===== src/rtl/reset_sequencer.sv =====
`timescale 1ns/1ps

module reset_sequencer #(
  parameter int download_reset_cycles = 255
) (
  input  logic clk_ppu_21_47,
  input  logic reset_nes,
  input  logic download,
  input  logic loader_busy,
  input  logic loader_fail,
  input  logic external_reset,
  input  logic clearing,
  output logic core_reset,
  output logic loader_reset
);

  localparam int count_width = $clog2(download_reset_cycles + 1);

  // set once the host has started a download
  logic                   first_download;
  logic                   download_q;
  logic [count_width-1:0] countdown;
  logic                   countdown_busy;

  assign countdown_busy = countdown != '0;

  always_ff @(posedge clk_ppu_21_47) begin
    if (reset_nes) begin
      first_download <= 1'b0;
      download_q     <= 1'b0;
      countdown      <= '0;
      loader_reset   <= 1'b1;
    end else begin
      download_q <= download;

      if (download) begin
        first_download <= 1'b1;
      end

      // hold off the core while the loader finishes up
      if (download) begin
        countdown <= count_width'(download_reset_cycles);
      end else if (!loader_busy && countdown_busy) begin
        countdown <= countdown - count_width'(1);
      end

      // loader restarts on each new download
      loader_reset <= !countdown_busy || (download && !download_q);
    end
  end

  assign core_reset = !first_download || countdown_busy || loader_fail ||
                      external_reset || clearing;

endmodule


===== config.mk =====
export PLATFORM = sky130hd
export DESIGN_NAME = reset_sequencer
export DESIGN_NICKNAME = d
export VERILOG_FILES = /design/src/rtl/reset_sequencer.sv
export SDC_FILE = /design/constraint.sdc
export NUM_CORES = 1
export LEC_CHECK = 0
export BUFFER_PORTS_ARGS = -buffer_cell sky130_fd_sc_hd__buf_2
export CAP_MARGIN = 10
export CORE_UTILIZATION = 30
export CTS_BUF_LIST = sky130_fd_sc_hd__clkbuf_4
export DETAILED_ROUTE_END_ITERATION = 8
export SETUP_SLACK_MARGIN = 0.5
export SYNTH_ARGS = -nofsm -noshare
export SYNTH_HDL_FRONTEND = slang
export SYNTH_SLANG_ARGS = --single-unit
export TNS_END_PERCENT = 10

===== constraint.sdc =====
create_clock -name clk_ppu_21_47 -period 1.9 [get_ports clk_ppu_21_47]
set_clock_uncertainty 0.2 [all_clocks]
set_input_delay 0.095 -clock clk_ppu_21_47 [delete_from_list [all_inputs] [get_ports clk_ppu_21_47]]
set_output_delay 0.095 -clock clk_ppu_21_47 [all_outputs]
set_load 0.01 [all_outputs]

# Word-level counts from Yosys, hierarchy flattened
# Index checks and enable logic that the tools add are counted.
# word_totals
reg_bits,11
input_bits,7
word_cells,20
out_inout_bits,2
# classes
n_addsub,1
n_reduce_logical,13
n_mux,2
# op_table
operator,count
$mux 8,2
$reduce_bool 8->1,1
$sub 8x1->8 const B,1
$logic_or 1x1->1,5
$logic_not 1->1,4
$logic_and 1x1->1,2
$reduce_bool 2->1,1

# Depth between registers and ports, before layout
# logic_depth
ltp_word,5
mapped_depth,6
depth_no_buf,5

# Least setup slack after synthesis
# OpenSTA, ideal clock, no wires.
# synth_path
kind,flip-flop to flip-flop
startpoint,register countdown[2]
endpoint,register countdown[7]
path_stages_with_launch,5
period_less_slack_ps,1847
path_buffers,1
arrival_time_ps,1556
required_time_ps,1609
setup_time_ps,91
slack_ps,53
path_cell_list,dfxtp_1 or4_1 clkbuf_2 o41a_1 a311oi_1
# synth_via
elab_chain_len,3
word_cells_on_any_way,6
classes_between,add/sub: 1; mux: 2; reduce/logical: 3
# synth_rtl
element,line,text
from (decl),22,logic [count_width-1:0] countdown;
from (signal assigned),42,countdown <= count_width'(download_reset_cycles);
from (signal assigned),44,countdown <= countdown - count_width'(1);
$sub 8x1->8 or $reduce_bool 8->1 (tied branches),"44, 25",
$mux 8 or $logic_and 1x1->1 (tied branches),43,end else if (!loader_busy && countdown_busy) begin
$mux 8 or $reduce_bool 2->1 (tied branches),-,
# Parallel ways exist; a longest one is shown, timed or not. The select of a mux whose other input is x is not followed.
# A chain may end at the register's enable or synchronous reset.

# Worst setup path after layout
# layout_path
startpoint,register countdown[2]
endpoint,register countdown[4]
# Same word-level chain as after synthesis.

==> flow_summary_export.csv <==
group,metric,value,unit
run,max-cap-violations,0,
floorplan,core,0.00178,mm^2
setup_path,worst_path_max_delay_cell,"sky130_fd_sc_hd__or4_4",
route,drc_errors,0,
setup_path,cp_slowest_stage_delay,570,ps
route,detail-route-antenna-nets,0,
synth,synth.distinct_cells,28,
outcome,violations_in_the_final_reports,"negative hold slack",
min_path,worst_hold_path.num_cells,2,
setup_path,crit_path_end_kind,"flip-flop",
placement,globalplace.congestion,0.746,
cells_and_area,finish.net_count,96,
route,routed-via-count,583,
sta,worst_slew_margin_rel,71.0,%
clock_network,tritoncts,"built",
setup_path,worst_ep_arrival_time,1780,ps
grt,grt_max_degree,14,
route,drt_wl_total,1.40,mm
min_path,hp-class,"in2reg",
power_and_ir_drop,p_per_area,718,mW/mm^2
synth,syn_area_per_cell,8.67,um^2
cells_and_area,diodes_inserted,0,
grt,grt_overflow,0,
cells_and_area,share_of_layout_cells_above_drive_strength_1,37.2,%
cells_and_area,layout_commonest_cell,"sky130_fd_sc_hd__nor2_1",
route,vias_per_cell,5.25,
synth,synthesis.instances,68,
placement,placedInstanceArea,671,um^2
setup_path,reg2regPathDepth,4,
clock_network,clock_tree.root_cell,"sky130_fd_sc_hd__clkbuf_4",
sta,layout_min_cycle_time,1800,ps
synth,synth_async_sr_flop_share,0,%
floorplan,die_x,46.3,um
grt,grtUsageTotal,14.3,%
route,drtPass1Iterations,4,
sta,worst_hold_slack,-56.0,ps
outcome,status,"finished with violations",
sta,worst_slack,103,ps
placement,portBuffers,8,
synth,synth-warning-count,0,
power_and_ir_drop,power.ir.vdd_worst,464,uV
sta,fin_tns_setup,0,ps
clock_network,clock_tree.buffer_depth,2,
setup_path,critical_path.startpoint_type,"flip-flop",
synth,synth.ff_latch_count,11,
grt,vias_in_the_first_global_route,448,
grt,global_route_wire_length_before_repair,2.09,mm
synth,sequential_share_of_the_synthesized_area,37.4,%
sta,rsz0062_at_grt,"true",
placement,post-place-ws,20.7,ps
route,drt_iter0_drc,19,
sta,period_share,94.6,%
cells_and_area,postLayoutCellArea,793,um^2
floorplan,die_y,46.3,um
cells_and_area,layout-area-overhead-vs-synth,34.6,%
route,routed_wire_length_per_instance,12.6,um
synth,ys.flop_type,"sky130_fd_sc_hd__dfxtp_1",
synth,synth-edff-count,0,
setup_path,critical_path_class,"reg2reg",
clock_network,clkTransAtPathRegs,70,ps
grt,antenna_found_initial,0,
setup_path,critPathMaxFanout,5,
sta,worst_slew_pin_slew,424,ps
clock_network,cts_buffers,3,
sta,maxSlewViolCount,0,
sta,timing_hold_violations_final,9,
synth,post_synth_instance_area,589,um^2
floorplan,floorplan.io_pins,9,
setup_path,critical_path.cell_chain,"or4_4 -> buf_4 -> o2111a_1 -> a211oi_1",
clock_network,sink_count,11,
cells_and_area,layout.cells.most_common_list,"sky130_fd_sc_hd__nor2_1 (9), sky130_fd_sc_hd__dfxtp_1 (8), sky130_fd_sc_hd__buf_2 (8), sky130_fd_sc_hd__buf_4 (8), sky130_fd_sc_hd__a211oi_1 (5)",
sta,fmaxAchievable,556,MHz
setup_path,worst-endpoint-required,1880,ps
setup_path,ff2ff_setup_slack,100,ps
clock_network,cts_htree_levels,1,
floorplan,site_row_count,15,
placement,dp_hpwl,909,um
power_and_ir_drop,cellLeakagePower,0.307,nW
floorplan,die_area,0.00215,mm^2
floorplan,initial_core_util,33.1,%
clock_network,post_cts_hold_buffer_count,2,
synth,synthesis.nets,77,
clock_network,clk_latency,270,ps
power_and_ir_drop,totalPowerFinal,0.570,mW
sta,setup-violations-final,0,
-- kinds of logic after synthesis --
family          after synthesis  synth area share (%)
buf+inv                       9                  5.94
flops                        11                  37.4
fa+ha+maj                     2                  4.25
compound gates               21                  27.8
simple gates                 25                  24.6
-- stage by stage --
step | util [%] | hold WS [ps] | cells
4_1_cts | 42.5 | -58.6 | 108
3_3_place_gp | 37.6 | 197 | 100
2_1_floorplan | - | -5.28 | 68
5_1_grt | 44.5 | -45.3 | 111
3_5_place_dp | 37.6 | 220 | 100
6_report | 44.5 | -56.0 | 111
-- area by class of cell --
class,instances,area [um^2]
tap,25,31.3
timing repair buffer,18,120
clock buffer,4,30.0
inverter,5,18.8
fill,185,990
sequential,11,226
multi-input combinational,48,367
-- report_power, final --
| part | total [mW] | internal [mW] | leakage (nW) | switching, mW |
|---|---|---|---|---|
| logic | 0.132 | 0.0673 | 0.196 | 0.0643 |
| registers | 0.266 | 0.250 | 0.0930 | 0.0155 |
| clock network | 0.172 | 0.0955 | 0.0184 | 0.0767 |
| total | 0.570 | 0.413 | 0.307 | 0.157 |
-- Yosys cell counts, types with 2 or more instances --
cell type / n / area, um^2
sky130_fd_sc_hd__dfxtp_1: 11 / 220
sky130_fd_sc_hd__nor2_1: 9 / 33.8
sky130_fd_sc_hd__a211oi_1: 5 / 37.5
sky130_fd_sc_hd__inv_1: 5 / 18.8
sky130_fd_sc_hd__o21ai_0: 4 / 20.0
sky130_fd_sc_hd__a2111oi_0: 3 / 26.3
sky130_fd_sc_hd__clkbuf_1: 3 / 11.3
sky130_fd_sc_hd__a311oi_1: 2 / 17.5
sky130_fd_sc_hd__ha_1: 2 / 25.0
sky130_fd_sc_hd__nand3_1: 2 / 10.0
sky130_fd_sc_hd__nor2b_1: 2 / 12.5
sky130_fd_sc_hd__nor4b_1: 2 / 17.5
sky130_fd_sc_hd__o2111a_1: 2 / 22.5
sky130_fd_sc_hd__or4_1: 2 / 15.0
-- sequential cells by signal (all words and copies together), names as in the netlist --
register and flops:
download_q 1, loader_reset 1, countdown 8, first_download 1
-- worst max-delay path: cells and delay by family, from the launching register on --
| kind | cells | cell delay [ps] |
|---|---|---|
| buffers and inverters | 1 | 160 |
| flip-flops | 1 | 350 |
| AO/OA/AOI/OAI | 2 | 440 |
| AND/OR/NAND/NOR | 1 | 570 |
-- metal layers --
metal  GRT usage (%)  wire length (um)  vias up
met5               0                 0        -
met4            5.29                12        0
met3            7.06                54        2
met2            18.9               630       10
met1            19.3               705      273
li1                -                 -      298
-- worst paths after layout --
| check | start | endpoint |
|---|---|---|
| worst min-delay path | reset_nes | countdown[6] |
| worst max-delay path | countdown[2] | countdown[4] |
| worst max register to register | countdown[2] | countdown[4] |
| worst min register to register | download_q | loader_reset |
-- repair_timing --
action / CTS / global route
gates resized for setup: 6 / 4
setup endpoints to repair: 10 / 10
hold endpoints to repair: 11 / 8
pin swaps: 3 / 5
setup buffers: 2 / 3
(Power assumes the default switching activity.)
