<file path="src/rtl/nes_glue_pkg.sv">
package nes_glue_pkg;

  // one pad byte, a at bit 0 through right at bit 7
  localparam int pad_width = 8;

  // full serial frame per port: pad, tap pad, signature
  localparam int serial_width = 24;

  // four-player adapter signatures, shifted out after the two pads
  localparam logic [7:0] multitap_sig_port1 = 8'h08;
  localparam logic [7:0] multitap_sig_port2 = 8'h04;

  // loader flags word
  localparam int mapper_flags_width = 64;

  // battery-backed RAM present
  localparam int has_save_bit = 25;

  // save RAM clear walk
  typedef enum logic [1:0] {
    clear_idle,
    clear_run,
    clear_done
  } clear_state_t;

endpackage
</file>
<file path="src/rtl/controller_ports.sv">
`timescale 1ns/1ps

module controller_ports (
  input  logic                               clk_ppu_21_47,
  input  logic                               reset_nes,
  input  logic [nes_glue_pkg::pad_width-1:0] p1_pad,
  input  logic [nes_glue_pkg::pad_width-1:0] p2_pad,
  input  logic [nes_glue_pkg::pad_width-1:0] p3_pad,
  input  logic [nes_glue_pkg::pad_width-1:0] p4_pad,
  input  logic                               multitap_enabled,
  input  logic                               swap_controllers,
  input  logic                               joypad_out,
  input  logic [1:0]                         joypad_clock,
  output logic                               joypad1_data,
  output logic                               joypad2_data
);
  import nes_glue_pkg::*;

  localparam int filler_width = serial_width - pad_width;

  logic [1:0][pad_width-1:0]    port_pad;
  logic [1:0][pad_width-1:0]    tap_pad;
  logic [1:0][7:0]              port_sig;
  logic [1:0][serial_width-1:0] load_value;
  logic [1:0][serial_width-1:0] serial_q;
  // previous level of each controller clock
  logic [1:0]                   clock_q;

  // players one and two trade ports when swapped
  always_comb begin
    if (swap_controllers) begin
      port_pad[0] = p2_pad;
      port_pad[1] = p1_pad;
    end else begin
      port_pad[0] = p1_pad;
      port_pad[1] = p2_pad;
    end
  end

  // the extra pads never swap
  assign tap_pad[0]  = p3_pad;
  assign tap_pad[1]  = p4_pad;
  assign port_sig[0] = multitap_sig_port1;
  assign port_sig[1] = multitap_sig_port2;

  always_comb begin
    for (int n = 0; n < 2; n++) begin
      if (multitap_enabled) begin
        load_value[n] = {port_sig[n], tap_pad[n], port_pad[n]};
      end else begin
        // a standard pad reads ones after its eight buttons
        load_value[n] = {{filler_width{1'b1}}, port_pad[n]};
      end
    end
  end

  always_ff @(posedge clk_ppu_21_47) begin
    if (reset_nes) begin
      serial_q <= '0;
      clock_q  <= '0;
    end else begin
      clock_q <= joypad_clock;
      for (int n = 0; n < 2; n++) begin
        // falling edge shift wins over a latch in the same clock
        if (!joypad_clock[n] && clock_q[n]) begin
          serial_q[n] <= {1'b0, serial_q[n][serial_width-1:1]};
        end else if (joypad_out) begin
          serial_q[n] <= load_value[n];
        end
      end
    end
  end

  assign joypad1_data = serial_q[0][0];
  assign joypad2_data = serial_q[1][0];

endmodule

</file>
<file path="config.mk">
export PLATFORM = sky130hd
export DESIGN_NAME = controller_ports
export DESIGN_NICKNAME = d
export VERILOG_FILES = /design/src/rtl/nes_glue_pkg.sv /design/src/rtl/controller_ports.sv
export SDC_FILE = /design/constraint.sdc
export NUM_CORES = 1
export LEC_CHECK = 0
export ABC_CLOCK_PERIOD_IN_PS = 1500
export BUFFER_PORTS_ARGS = -buffer_cell sky130_fd_sc_hd__buf_2
export CORE_MARGIN = 2
export CORE_UTILIZATION = 55
export DETAILED_ROUTE_END_ITERATION = 8
export PLACE_DENSITY = 0.79
export SYNTH_ARGS = -nofsm -noshare
export SYNTH_HDL_FRONTEND = slang
export SYNTH_SLANG_ARGS = --single-unit
</file>
<file path="constraint.sdc">
create_clock -name clk_ppu_21_47 -period 1.5 [get_ports clk_ppu_21_47]
set_input_delay 0.075 -clock clk_ppu_21_47 [delete_from_list [all_inputs] [get_ports clk_ppu_21_47]]
set_output_delay 0.075 -clock clk_ppu_21_47 [all_outputs]
set_load 0.005 [all_outputs]
</file>
* After elaboration in Yosys (flattened, before gate mapping)
Cells that the tools add are included.
** Word-level totals
- Bits in read-only memories :: 0
- Output and inout port bits :: 2
- Bits in latches :: 0
- Flip-flop bits (word level) :: 50
- Memories kept :: 0
- Memory bits (writable) :: 0
** Cells by class
- $lt $le $gt $ge :: 0
- Equality and inequality tests :: 0
- Div/mod/pow operators :: 0
- Shift operators :: 0
- Multiply operators :: 0
- Add/subtract/negate cells :: 0
- Reduce and logical (&&, ||, !) cells :: 8
- Muxes and demuxes :: 7
- Bitwise logic cells :: 0
** Operator list (count)
- two-way mux 23 bit :: 4
- two-way mux 24 bit :: 2
- two-way mux 16 bit :: 1
- nonzero test 2 bit :: 2
- OR reduction 2 bit :: 2
- logical AND 1 bit :: 2
- logical NOT 1 bit :: 2

* Logic depth before layout (Yosys ltp)
- Word-level depth :: 4
- Mapped depth :: 5
- Mapped depth without buffers :: 3

* Worst setup path before layout
OpenSTA, ideal clock, no wires.
- Kind :: reg2reg
- Start :: register clock_q[0]
- End :: register serial_q[2] in the netlist's numbering
- Arrival :: 1009 ps
- Cell stages (with the launch flop) :: 6
- Data required time :: 1434 ps
- Clock period less this slack :: 1075 ps
- Library setup time :: 66 ps
- Setup slack :: 425 ps
- Cell sequence :: dfxtp_1 -> nor2b_1 -> clkbuf_1 -> buf_2 -> a211o_1 -> a21oi_2
** Between the ends
- Word-level cells in the longest chain between the ends :: 2
- Elaborated cells between the ends (all ways) :: 3
- Those cells by class :: 1 x mux; 2 x reduce/logical
** RTL lines
- start, declared :: RTL line controller_ports.sv:27 : logic [1:0] clock_q;
- start signal, assigned :: RTL line controller_ports.sv:62 : clock_q <= joypad_clock;
- logical AND 1 bit * :: RTL line controller_ports.sv:65 : if (!joypad_clock[n] && clock_q[n]) begin
- two-way mux 23 bit or nonzero test 2 bit (tied branches)
- end signal, assigned by index :: RTL line controller_ports.sv:66 : serial_q[n] <= {1'b0, serial_q[n][serial_width-1:1]};
- end signal, assigned by index :: RTL line controller_ports.sv:68 : serial_q[n] <= load_value[n];
- end, declared :: RTL line controller_ports.sv:25 : logic [1:0][serial_width-1:0] serial_q;
Mark *: on every way between the ends. The rest lies on a longest branch, timed or not.
A chain may end at the register's enable or synchronous reset.

* Final worst setup path
- Start :: register clock_q[0]
- End :: register serial_q[10] in the netlist's numbering
Same word-level chain as after synthesis.

==> results.cfg <==
[run_status]
outcome = finished, final reports clean

[die]
fp-row-count = 23
fp.dieH_um = 68.1
start_util_pct = 56.9
dieArea_um2 = 4640
io_pins = 41
fp.dieW_um = 68.1
core_area_um2 = 3970

[pwr]
p_leak_nw = 1.04
finalPower_mw = 2.84
peakVddDrop_mv = 0.629
powerDensity_nw_per_um2 = 1100

[cts]
cts_buffers = 5
clock_latency_ns = 0.30
cts_resized = 0
path_clk_slew_ns = 0.09
cts_tree = built
root_buffer = clkbuf_8
postCtsHoldBufs = 0
clkSinkCount = 50
postCtsSetupRepairBufs = 0
clockBufferDepth = 2
cts.htree.levels = 2

[worst_setup_path]
r2r_end = serial_q[10]$_SDFFE_PP0P_
cp.depth = 3
crit_slowest_cell = nand2b_1
worst-path-max-fanout = 15
r2r_cells = 3
crit_family = compound AO/OA/AOI/OAI gates
r2r-start = clock_q[0]$_SDFF_PP0_
critical_path_class = register to register
startpoint_type = register
path_buf_inv = 0
cp-end-kind = register
regToRegSetupSlack_ns = 0.31
cp-endpoint = serial_q[10]$_SDFFE_PP0P_
crit_start = clock_q[0]$_SDFF_PP0_
critPathRequiredTime_ns = 1.73
cp_slowest_stage_delay_ns = 0.39
critPathArrivalTime_ns = 1.42
crit_path_cell_trace = nand2b_1 -> o221ai_1 -> a21oi_1

[global_routing]
grt_max_degree = 67
grt.met3_usage_pct = 4.44
grt_pass1_vias = 1778
met2_usage_pct = 36.5
grt_pass1_wl_um = 7610
overflow = 0
grt_util_met1_pct = 27.2
grt_usage_pct = 21.2
busiest_layer = met2
antenna_found_initial = 0

[timing]
rsz0062_at_grt = false
fin_crit_ns = 1.19
tightestPinTransition_ns = 0.623
relSlewSlack_pct = 58.5
final-hold-violation-count = 0
fmax_mhz = 841
skew_ns = 0.00718
setup_viol = 0
setup_slack_ns = 0.310
fin_setup_tns_ns = 0
min_period_over_period_pct = 79.3
timing.hold.ws_ns = 0.00581
drv_slew = 0

[worst_hold_path]
hold_depth = 2
hold_class = primary input to register
min_from = multitap_enabled

[cells_and_area]
final_cell_mix = 50 x dfxtp_1, 45 x nand2_1, 40 x buf_2, 34 x a21oi_1, 20 x nor2_1
layout_commonest_cell = dfxtp_1
num_antenna_cells = 0
syn_to_final_growth_pct = 14.4
finish.net_count = 324
drive_gt1_share_pct = 23.8

[synth]
async_flop_share_pct = 0
synth_cell_type_count = 20
ys_seq_elements = 50
synth.avg_cell_area_um2 = 8.80
ys.warnings.count = 0
synthesis.nets = 296
synth_area_um2 = 2260
syn_inst = 257
synth-main-ff-cell = dfxtp_1
synth_edf_count = 0
yosysSeqAreaShare_pct = 44.3

[detailed_routing]
drcViolationCount = 0
drtAntennaViolNets = 0
wire_per_inst_um = 13.2
drtPass1Iterations = 4
drtIter0Drc = 160
routed_via_density = 5.76
vias = 1934
wl_um = 4450

[place]
dp_slack_ns = 0.332
numPortBuffers = 40
place_hpwl_um = 2870
gp_congestion = 0.762

[flow_run]
maxCapViolCount = 0
sequential cells by signal, summed over array words and instances (netlist names):
| name | flops |
|---|---|
| serial_q | 46 |
| clock_q | 2 |
| joypad1_data | 1 |
| joypad2_data | 1 |
area by class of cell:
class                   count  area (um^2)
clock buffers               5         68.8
clock inverters             3         45.0
fillers                   368         1380
multi-input cells         181         1120
flip-flops and latches     50         1000
well taps                  50         62.6
repair buffers             47          290
per-layer routing:
| metal | vias up | routed length (um) |
|---|---|---|
| met2 | 41 | 2100 |
| met4 | 0 | 33 |
| met3 | 5 | 222 |
| li1 | 981 | - |
| met1 | 907 | 2090 |
| met5 | - | 0 |
cell families (layout without fill, tap and decap cells):
group           after synthesis  count (layout)  share of synthesized area (%)
mux                          16              16                           7.08
flops                        50              50                           44.3
compound gates               90              90                           28.9
simple gates                 75              75                           13.3
buf+inv                      26              55                           6.42
synth_stat cells (all sizes together) (4+ instances only):
| cell type | instances | area share (%) |
|---|---|---|
| nor2b | 4 | 1.1 |
| a21oi | 44 | 11 |
| dfxtp | 50 | 44 |
| nor3 | 4 | 0.89 |
| a211o | 16 | 6.2 |
| buf | 21 | 5.6 |
| o221ai | 16 | 6.2 |
| nor2 | 20 | 3.3 |
| o211ai | 12 | 4.0 |
| mux2i | 16 | 7.1 |
| clkbuf | 5 | 0.83 |
| nand2 | 45 | 7.5 |
worst min path at each step:
stage | to | slack (ns)
2_1_floorplan | serial_q[23]$_SDFFE_PP0P_ | 0.15
3_3_place_gp | serial_q[23]$_SDFFE_PP0P_ | 0.32
3_5_place_dp | serial_q[23]$_SDFFE_PP0P_ | 0.32
4_1_cts | serial_q[23]$_SDFFE_PP0P_ | 0.002
5_1_grt | serial_q[23]$_SDFFE_PP0P_ | 0.004
6_report | serial_q[23]$_SDFFE_PP0P_ | 0.006
power breakdown:
| group | internal (mW) | total, mW | switching (mW) |
|---|---|---|---|
| Sequential | 1.43 | 1.48 | 0.0507 |
| Clock | 0.496 | 0.944 | 0.448 |
| Combinational | 0.202 | 0.411 | 0.209 |
| Total | 2.13 | 2.84 | 0.707 |
through the flow:
stage / util (%) / std cells / cell area (um^2)
after CTS: 65.2 / 336 / 2590
final: 65.2 / 336 / 2590
after global placement: 62.3 / 328 / 2470
after detailed placement: 62.3 / 328 / 2470
after global routing: 65.2 / 336 / 2590
after floorplan: - / 257 / 2260
Note: power is estimated with default switching activity, not from simulation.
