===== src/rtl/nes_glue_pkg.sv =====
package nes_glue_pkg;

  // one pad byte, a at bit 0 through right at bit 7
  localparam int pad_width = 8;

  // full serial frame per port: pad, tap pad, signature
  localparam int serial_width = 24;

  // four-player adapter signatures, shifted out after the two pads
  localparam logic [7:0] multitap_sig_port1 = 8'h08;
  localparam logic [7:0] multitap_sig_port2 = 8'h04;

  // loader flags word
  localparam int mapper_flags_width = 64;

  // battery-backed RAM present
  localparam int has_save_bit = 25;

  // save RAM clear walk
  typedef enum logic [1:0] {
    clear_idle,
    clear_run,
    clear_done
  } clear_state_t;

endpackage

===== src/rtl/save_bus_if.sv =====
`timescale 1ns/1ps

interface save_bus_if #(
  parameter int save_addr_width = 11
);

  logic [save_addr_width-1:0] addr;
  logic [7:0]                 wdata;
  logic                       we;
  // valid one clock after addr
  logic [7:0]                 rdata;

  modport ctrl (
    output addr,
    output wdata,
    output we,
    input  rdata
  );

  modport ram (
    input  addr,
    input  wdata,
    input  we,
    output rdata
  );

endinterface


===== src/rtl/save_ram_control.sv =====
`timescale 1ns/1ps

module save_ram_control #(
  parameter int save_addr_width = 11
) (
  input  logic                                        clk_ppu_21_47,
  input  logic                                        reset_nes,
  input  logic                                        download,
  input  logic                                        sd_buff_wr,
  input  logic                                        loader_done,
  input  logic [nes_glue_pkg::mapper_flags_width-1:0] loader_flags,
  input  logic [save_addr_width-1:0]                  bram_addr,
  input  logic [7:0]                                  bram_dout,
  input  logic                                        bram_write,
  output logic [7:0]                                  bram_din,
  output logic                                        clearing,
  output logic                                        has_save,
  save_bus_if.ctrl                                    ram_port
);
  import nes_glue_pkg::*;

  clear_state_t                  state;
  logic [save_addr_width-1:0]    clear_addr;
  logic                          download_q;
  // host pushed a save, so keep the RAM contents
  logic                          did_load;
  logic [mapper_flags_width-1:0] mapper_flags;

  always_ff @(posedge clk_ppu_21_47) begin
    if (reset_nes) begin
      state        <= clear_idle;
      clear_addr   <= '0;
      download_q   <= 1'b0;
      did_load     <= 1'b0;
      mapper_flags <= '0;
    end else begin
      download_q <= download;

      if (sd_buff_wr) begin
        did_load <= 1'b1;
      end

      if (loader_done) begin
        mapper_flags <= loader_flags;
      end

      case (state)
        clear_idle: begin
          // download finished and nothing was restored
          if (download_q && !download && !did_load) begin
            state      <= clear_run;
            clear_addr <= '0;
          end
        end
        clear_run: begin
          if (&clear_addr) begin
            state <= clear_done;
          end else begin
            clear_addr <= clear_addr + save_addr_width'(1);
          end
        end
        clear_done: begin
          state <= clear_idle;
        end
        default: begin
          state <= clear_idle;
        end
      endcase
    end
  end

  assign clearing = state != clear_idle;
  assign has_save = mapper_flags[has_save_bit];

  // clear walk takes over the core port
  assign ram_port.addr  = clearing ? clear_addr : bram_addr;
  assign ram_port.wdata = clearing ? 8'h00 : bram_dout;
  assign ram_port.we    = (state == clear_run) || (!clearing && bram_write);
  assign bram_din       = ram_port.rdata;

endmodule


===== src/flat_wrapper.sv =====
// flat-port wrapper written by rule: the top's interface ports become plain ports
module save_ram_control_flat import nes_glue_pkg::*;
#(
  parameter int save_addr_width = 11
)
  (clk_ppu_21_47, reset_nes, download, sd_buff_wr, loader_done, loader_flags, bram_addr, bram_dout, bram_write, bram_din, clearing, has_save, ram_port_addr, ram_port_wdata, ram_port_we, ram_port_rdata);
  save_bus_if #(.save_addr_width(save_addr_width)) ram_port_i ();
  input  logic clk_ppu_21_47;
  input  logic reset_nes;
  input  logic download;
  input  logic sd_buff_wr;
  input  logic loader_done;
  input  logic [nes_glue_pkg::mapper_flags_width-1:0] loader_flags;
  input  logic [save_addr_width-1:0] bram_addr;
  input  logic [7:0] bram_dout;
  input  logic bram_write;
  output logic [7:0] bram_din;
  output logic clearing;
  output logic has_save;
  output wire logic [$bits(ram_port_i.addr)-1:0] ram_port_addr;
  output wire logic [$bits(ram_port_i.wdata)-1:0] ram_port_wdata;
  output wire logic [$bits(ram_port_i.we)-1:0] ram_port_we;
  input wire logic [$bits(ram_port_i.rdata)-1:0] ram_port_rdata;
  assign ram_port_addr = ram_port_i.addr;
  assign ram_port_wdata = ram_port_i.wdata;
  assign ram_port_we = ram_port_i.we;
  assign ram_port_i.rdata = ram_port_rdata;
  save_ram_control #(.save_addr_width(save_addr_width)) u_core (.clk_ppu_21_47(clk_ppu_21_47), .reset_nes(reset_nes), .download(download), .sd_buff_wr(sd_buff_wr), .loader_done(loader_done), .loader_flags(loader_flags), .bram_addr(bram_addr), .bram_dout(bram_dout), .bram_write(bram_write), .bram_din(bram_din), .clearing(clearing), .has_save(has_save), .ram_port(ram_port_i));
endmodule

===== config.mk =====
export PLATFORM = sky130hd
export DESIGN_NAME = save_ram_control_flat
export DESIGN_NICKNAME = d
export VERILOG_FILES = /design/src/rtl/nes_glue_pkg.sv /design/src/rtl/save_bus_if.sv /design/src/rtl/save_ram_control.sv /design/src/flat_wrapper.sv
export SDC_FILE = /design/constraint.sdc
export NUM_CORES = 1
export LEC_CHECK = 0
export BUFFER_PORTS_ARGS = -buffer_cell sky130_fd_sc_hd__buf_4
export CAP_MARGIN = 10
export CORE_MARGIN = 2
export CORE_UTILIZATION = 25
export CTS_BUF_LIST = sky130_fd_sc_hd__clkbuf_8 sky130_fd_sc_hd__clkbuf_16
export CTS_CLUSTER_DIAMETER = 30
export CTS_CLUSTER_SIZE = 30
export DETAILED_ROUTE_END_ITERATION = 6
export PLACE_DENSITY = 0.66
export SLEW_MARGIN = 10
export SYNTH_ARGS = -nofsm -noshare
export SYNTH_HDL_FRONTEND = slang
export SYNTH_SLANG_ARGS = --single-unit
export TNS_END_PERCENT = 5

===== constraint.sdc =====
create_clock -name clk_ppu_21_47 -period 2.2 [get_ports clk_ppu_21_47]
set_clock_uncertainty 0.05 [all_clocks]
set_input_delay 0.33 -clock clk_ppu_21_47 [delete_from_list [all_inputs] [get_ports clk_ppu_21_47]]
set_output_delay 0.33 -clock clk_ppu_21_47 [all_outputs]
set_load 0.02 [all_outputs]

Word level (Yosys, flattened, before mapping)

Index checks and enable logic that the tools add are counted.

Flip-flop bits (word level): 41
Input port bits: 97
Output and inout port bits: 30

Add/sub/neg operators: 1
Eq/ne operators: 4
Mux-type cells: 8
Reduce and logical (&&, ||, !) cells: 13

Operators by type and width:

| kind                                                 | count |
|---|---|
| two-way mux 11 bit                                   | 3 |
| one-hot mux 11 bit (2 select lines)                  | 1 |
| adder 11 x 1 -> 11 bit (second input constant)       | 1 |
| AND reduction 11 bit                                 | 1 |
| two-way mux 8 bit                                    | 1 |
| two-way mux 2 bit                                    | 2 |
| != test 2 x 1 -> 1 bit (second input constant)       | 2 |
| one-hot mux 2 bit (2 select lines)                   | 1 |
| nonzero test 2 bit                                   | 2 |
| logical AND 1 bit                                    | 3 |
| logical NOT 1 bit                                    | 3 |
| AND reduction 3 bit                                  | 1 |
| equality test 2 x 1 -> 1 bit (second input constant) | 1 |
| logical NOT 2 bit                                    | 1 |
| != test 2 bit (second input constant)                | 1 |
| AND reduction 2 bit                                  | 1 |
| logical OR 1 bit                                     | 1 |

Logic depth before layout (Yosys ltp)

Depth after elaboration: 5
Gate-level depth with buffers: 5

Worst setup path before layout

OpenSTA, ideal clock, no wires.

Path type: register -> register
Start: register u_core.clear_addr[0]
End: register u_core.clear_addr[1]
Setup time: 122 ps
Arrival: 1454 ps
Required time: 2028 ps
Setup slack: 573 ps
Cell stages (with the launch flop): 6
Clock period less this slack: 1627 ps
Path through: dfxtp_1 ha_1 nand2_1 or3_4 o211ai_1 a21oi_1

Cells in the longest elaborated chain, start to end: 3

Ends and longest elaborated chain:

| what                                                                              | RTL line                                       | source |
|---|---|---|
| start: declaration                                                                | save_ram_control.sv:23                         | `logic [save_addr_width-1:0] clear_addr;` |
| start signal: assignment                                                          | save_ram_control.sv:59                         | `clear_addr <= clear_addr + save_addr_width'(1);` |
| adder 11 x 1 -> 11 bit / AND reduction 11 bit (equally long branches)             | save_ram_control.sv:59, save_ram_control.sv:56 |  |
| two-way mux 11 bit / != test 2 bit (equally long branches)                        | -                                              |  |
| one-hot mux 11 bit (2 select lines) / AND reduction 3 bit (equally long branches) | -                                              |  |

Parallel ways exist; a longest one is shown, timed or not. The select of a mux whose other input is x is not followed.
A chain may end at the register's enable or synchronous reset.

Worst setup path in the final report

Start: register u_core.state[1]
End: output ram_port_addr[2]

Cells in the longest elaborated chain, start to end: 2

Ends and longest elaborated chain:

| what                     | RTL line               | source |
|---|---|---|
| start: declaration       | save_ram_control.sv:22 | `clear_state_t state;` |
| start signal: assignment | save_ram_control.sv:31 | `state <= clear_idle;` |
| start signal: assignment | save_ram_control.sv:51 | `state <= clear_run;` |
| start signal: assignment | save_ram_control.sv:57 | `state <= clear_done;` |
| nonzero test 2 bit       | save_ram_control.sv:72 | `assign clearing = state != clear_idle;` |
| two-way mux 11 bit       | save_ram_control.sv:76 | `assign ram_port.addr = clearing ? clear_addr : bram_addr;` |
| end: declaration         | flat_wrapper.sv:20     | `output wire logic [$bits(ram_port_i.addr)-1:0] ram_port_addr;` |

Every way passes these cells.

==> results.py <==
metrics = {
    "worst_setup_path": {
        "path_class": "register to primary output",
        "ff2ff_path_depth": 5,
        "startpoint_type": "register",
        "cp.arrival_ns": 1.51,
        "crit_fanout": 16,
        "endpoint": "ram_port_addr[2]",
        "rr_startpoint": "u_core.clear_addr[1]",
        "r2r_end": "u_core.clear_addr[2]",
        "r2r_slack_ns": 0.46,
        "startpoint": "u_core.state[1]",
        "crit_required_ns": 1.82,
        "cp-end-kind": "primary output",
    },
    "routing": {
        "vias_per_cell": 4.862,
        "finalWirelength_um": 2750,
        "drtIter0Drc": 77,
        "firstDrtPassIters": 4,
        "drcViolationCount": 0,
        "drtAntennaViolNets": 0,
        "wire_per_inst_um": 12.61,
        "vias": 1060,
    },
    "clock_tree": {
        "clkLatencyLatePin_ns": 0.25,
        "cts.hold.buffers_added": 0,
        "max-clock-path-buffers": 2,
        "ctsResizeCount": 0,
        "cts_sinks": 16,
        "cts_made_buffers": 3,
        "htree_levels": 1,
        "post_cts_buffers": 0,
        "ctsRootBufferMaster": "clkbuf_8",
        "clkSlewWorstSetupHoldPaths_ns": 0.07,
        "cts_tree": "built",
    },
    "sta": {
        "timing.fmax_mhz": 529.6,
        "rsz0062_at_grt": "false",
        "worst_pin_slew_ns": 0.5468,
        "timing.final.crit_period_ns": 1.888,
        "setup_violations": 0,
        "slew_violations": 0,
        "tns_ns": 0,
        "hold_violations": 0,
        "finalCritPeriodShare_pct": 85.83,
        "relSlewSlack_pct": 63.23,
    },
    "floorplan": {
        "die_h_um": 70.33,
        "num_rows": 24,
        "top_level_ports": 127,
        "die_area_um2": 4946,
        "core_um2": 4294,
        "die_x_um": 70.33,
        "initial_utilization_pct": 25.61,
    },
    "layout": {
        "antenna_cells": 0,
        "fillers": 469,
        "drive_gt1_share_pct": 46.39,
        "nets": 265,
        "stdcell_count": 218,
        "regArea_um2": 320.3,
        "multi_input_area_um2": 678.2,
        "areaGrowthSynthToFinish_pct": 37.54,
    },
    "grt": {
        "grt_pass1_wl_um": 4574,
        "grt_pass1_vias": 1035,
        "antenna_found_initial": 0,
        "overflow": 0,
        "grt_usage_pct": 11.52,
        "grt_max_degree": 20,
    },
    "power": {
        "p_leak_nw": 0.6381,
        "power.density_nw_per_um2": 490.8,
        "worst_ir_drop_vdd_mv": 0.1672,
        "finalPower_mw": 0.7424,
    },
    "synthesis": {
        "syn_area_per_cell_um2": 8.942,
        "syn_nets": 221,
        "yosys_warnings": 0,
        "ys_seq_area_share_pct": 29.12,
        "ys_types": 44,
        "post_synth_instance_area_um2": 1100,
        "synthCells": 123,
        "ys_ff_latch": 16,
    },
    "placed_design": {
        "io_buffers": 47,
        "hpwl_um": 2126,
        "globalplace.congestion": 0.8065,
        "placed_cells": 214,
    },
    "flow_run": {
        "maxCapViolCount": 0,
    },
    "outcome": {
        "status": "finished clean",
    },
    "min_path": {
        "hold_class": "input pin to register",
    },
}
worst max-delay path: stages, from the launching register on:
cell and delay, ns:
dfxtp_1 0.36, nor2_1 0.15, buf_4 0.23, mux2_2 0.35, buf_4 0.15
power breakdown:
group / switching, mW / leakage [nW] / internal, mW
clock: 0.106 / 0.0288 / 0.159
sequential: 0.00380 / 0.130 / 0.295
combinational: 0.0845 / 0.480 / 0.0941
total: 0.194 / 0.638 / 0.548
synthesized netlist by cell type:
master	n	area [um2]
buf_2	1	5.000
ha_1	1	12.51
o211ai_1	1	7.510
a41oi_1	1	8.760
clkbuf_1	1	3.750
nand2b_1	4	25.02
nor2_1	7	26.28
buf_4	10	75.07
o21a_1	1	7.510
nand3b_1	1	7.510
mux2_2	11	123.9
and2_1	8	50.05
nand4b_1	3	26.28
dfxtp_1	16	320.3
o31ai_4	1	21.27
nor3_1	3	15.01
a211oi_1	1	7.510
clkbuf_8	1	13.76
o21ba_2	1	10.01
nor2b_2	1	8.760
xor2_1	1	8.760
a21oi_1	5	25.02
and3_2	1	7.510
and4_2	1	10.01
o21ai_0	3	15.01
o22ai_1	1	6.260
a311oi_1	1	8.760
nand2_2	1	6.260
nor3b_2	1	12.51
a22oi_1	1	7.510
or3_1	3	18.77
nand2_1	7	26.28
or4_1	1	7.510
inv_1	1	3.750
a31oi_1	1	6.260
o31ai_1	2	15.01
mux2i_1	1	10.01
nand4_1	6	37.54
nand4_4	1	21.27
nand3_1	5	25.02
and3_1	2	12.51
or3_4	1	11.26
a311oi_2	1	15.01
nor2b_1	1	6.260
sequential cells by signal, summed over array words and instances (netlist names):
signal and cells:
u_core.clear_addr 11, u_core.did_load 1, u_core.download_q 1, u_core.mapper_flags 1
u_core.state 2
layout make-up:
cell class	instances	share of cell area (%)
Clock buffer	4	3.639
Inverter	1	0.2481
Multi-Input combinational cell	93	44.83
Sequential cell	16	21.17
Tap cell	52	4.301
Timing Repair Buffer	52	25.81
layer usage:
layer / wire [um] / GRT usage, %
met5: 0 / 0
met2: 1292 / 19.81
met4: 26 / 3.419
met1: 1195 / 12.90
met3: 235 / 4.762
per-stage QoR:
| stage | setup WS [ns] | utilization [%] | cell area (um2) | hold slack, ns |
|---|---|---|---|---|
| CTS | 0.2895 | 35.23 | 1513 | 0.2225 |
| detailed placement | 0.4766 | 33.95 | 1458 | 0.4227 |
| global placement | 0.4870 | 33.95 | 1458 | 0.4048 |
| floorplan | 0.5732 | - | 1100 | 0.3886 |
| global route | 0.1949 | 35.23 | 1513 | 0.2537 |
| finish | 0.3117 | 35.23 | 1513 | 0.2296 |
layout by cell type, fill, tap and decap left out, types with 2 or more instances in the layout:
| cell | netlist | layout |
|---|---|---|
| a21oi_1 | 5 | 5 |
| o21ai_0 | 3 | 3 |
| and3_1 | 2 | 2 |
| and2_1 | 8 | 8 |
| nand4b_1 | 3 | 3 |
| nand3_1 | 5 | 5 |
| mux2_2 | 11 | 11 |
| nand2b_1 | 4 | 4 |
| nand4_1 | 6 | 6 |
| buf_4 | 10 | 52 |
| dfxtp_1 | 16 | 16 |
| nand2_1 | 7 | 7 |
| o31ai_1 | 2 | 2 |
| nor3_1 | 3 | 3 |
| clkbuf_8 | 1 | 4 |
| or3_1 | 3 | 3 |
| nor2_1 | 7 | 7 |
kinds of logic after synthesis:
| group | after synthesis | synth area share, % |
|---|---|---|
| compound gates | 21 | 14.68 |
| flops | 16 | 29.12 |
| simple gates | 58 | 32.88 |
| fa+ha+maj | 1 | 1.137 |
| buf+inv | 14 | 9.213 |
| mux | 12 | 12.17 |
| xor+xnor | 1 | 0.7965 |
how the worst min path moves through the flow:
stage | startpoint | to | slack, ns | depth (start not counted)
4_1_cts | sd_buff_wr | u_core.did_load | 0.22 | 3
3_3_place_gp | u_core.did_load | u_core.did_load | 0.40 | 2
6_report | sd_buff_wr | u_core.did_load | 0.23 | 3
3_5_place_dp | u_core.clear_addr[10] | u_core.clear_addr[10] | 0.42 | 2
2_1_floorplan | u_core.did_load | u_core.did_load | 0.39 | 2
5_1_grt | sd_buff_wr | u_core.did_load | 0.25 | 3
(Power assumes the default switching activity.)
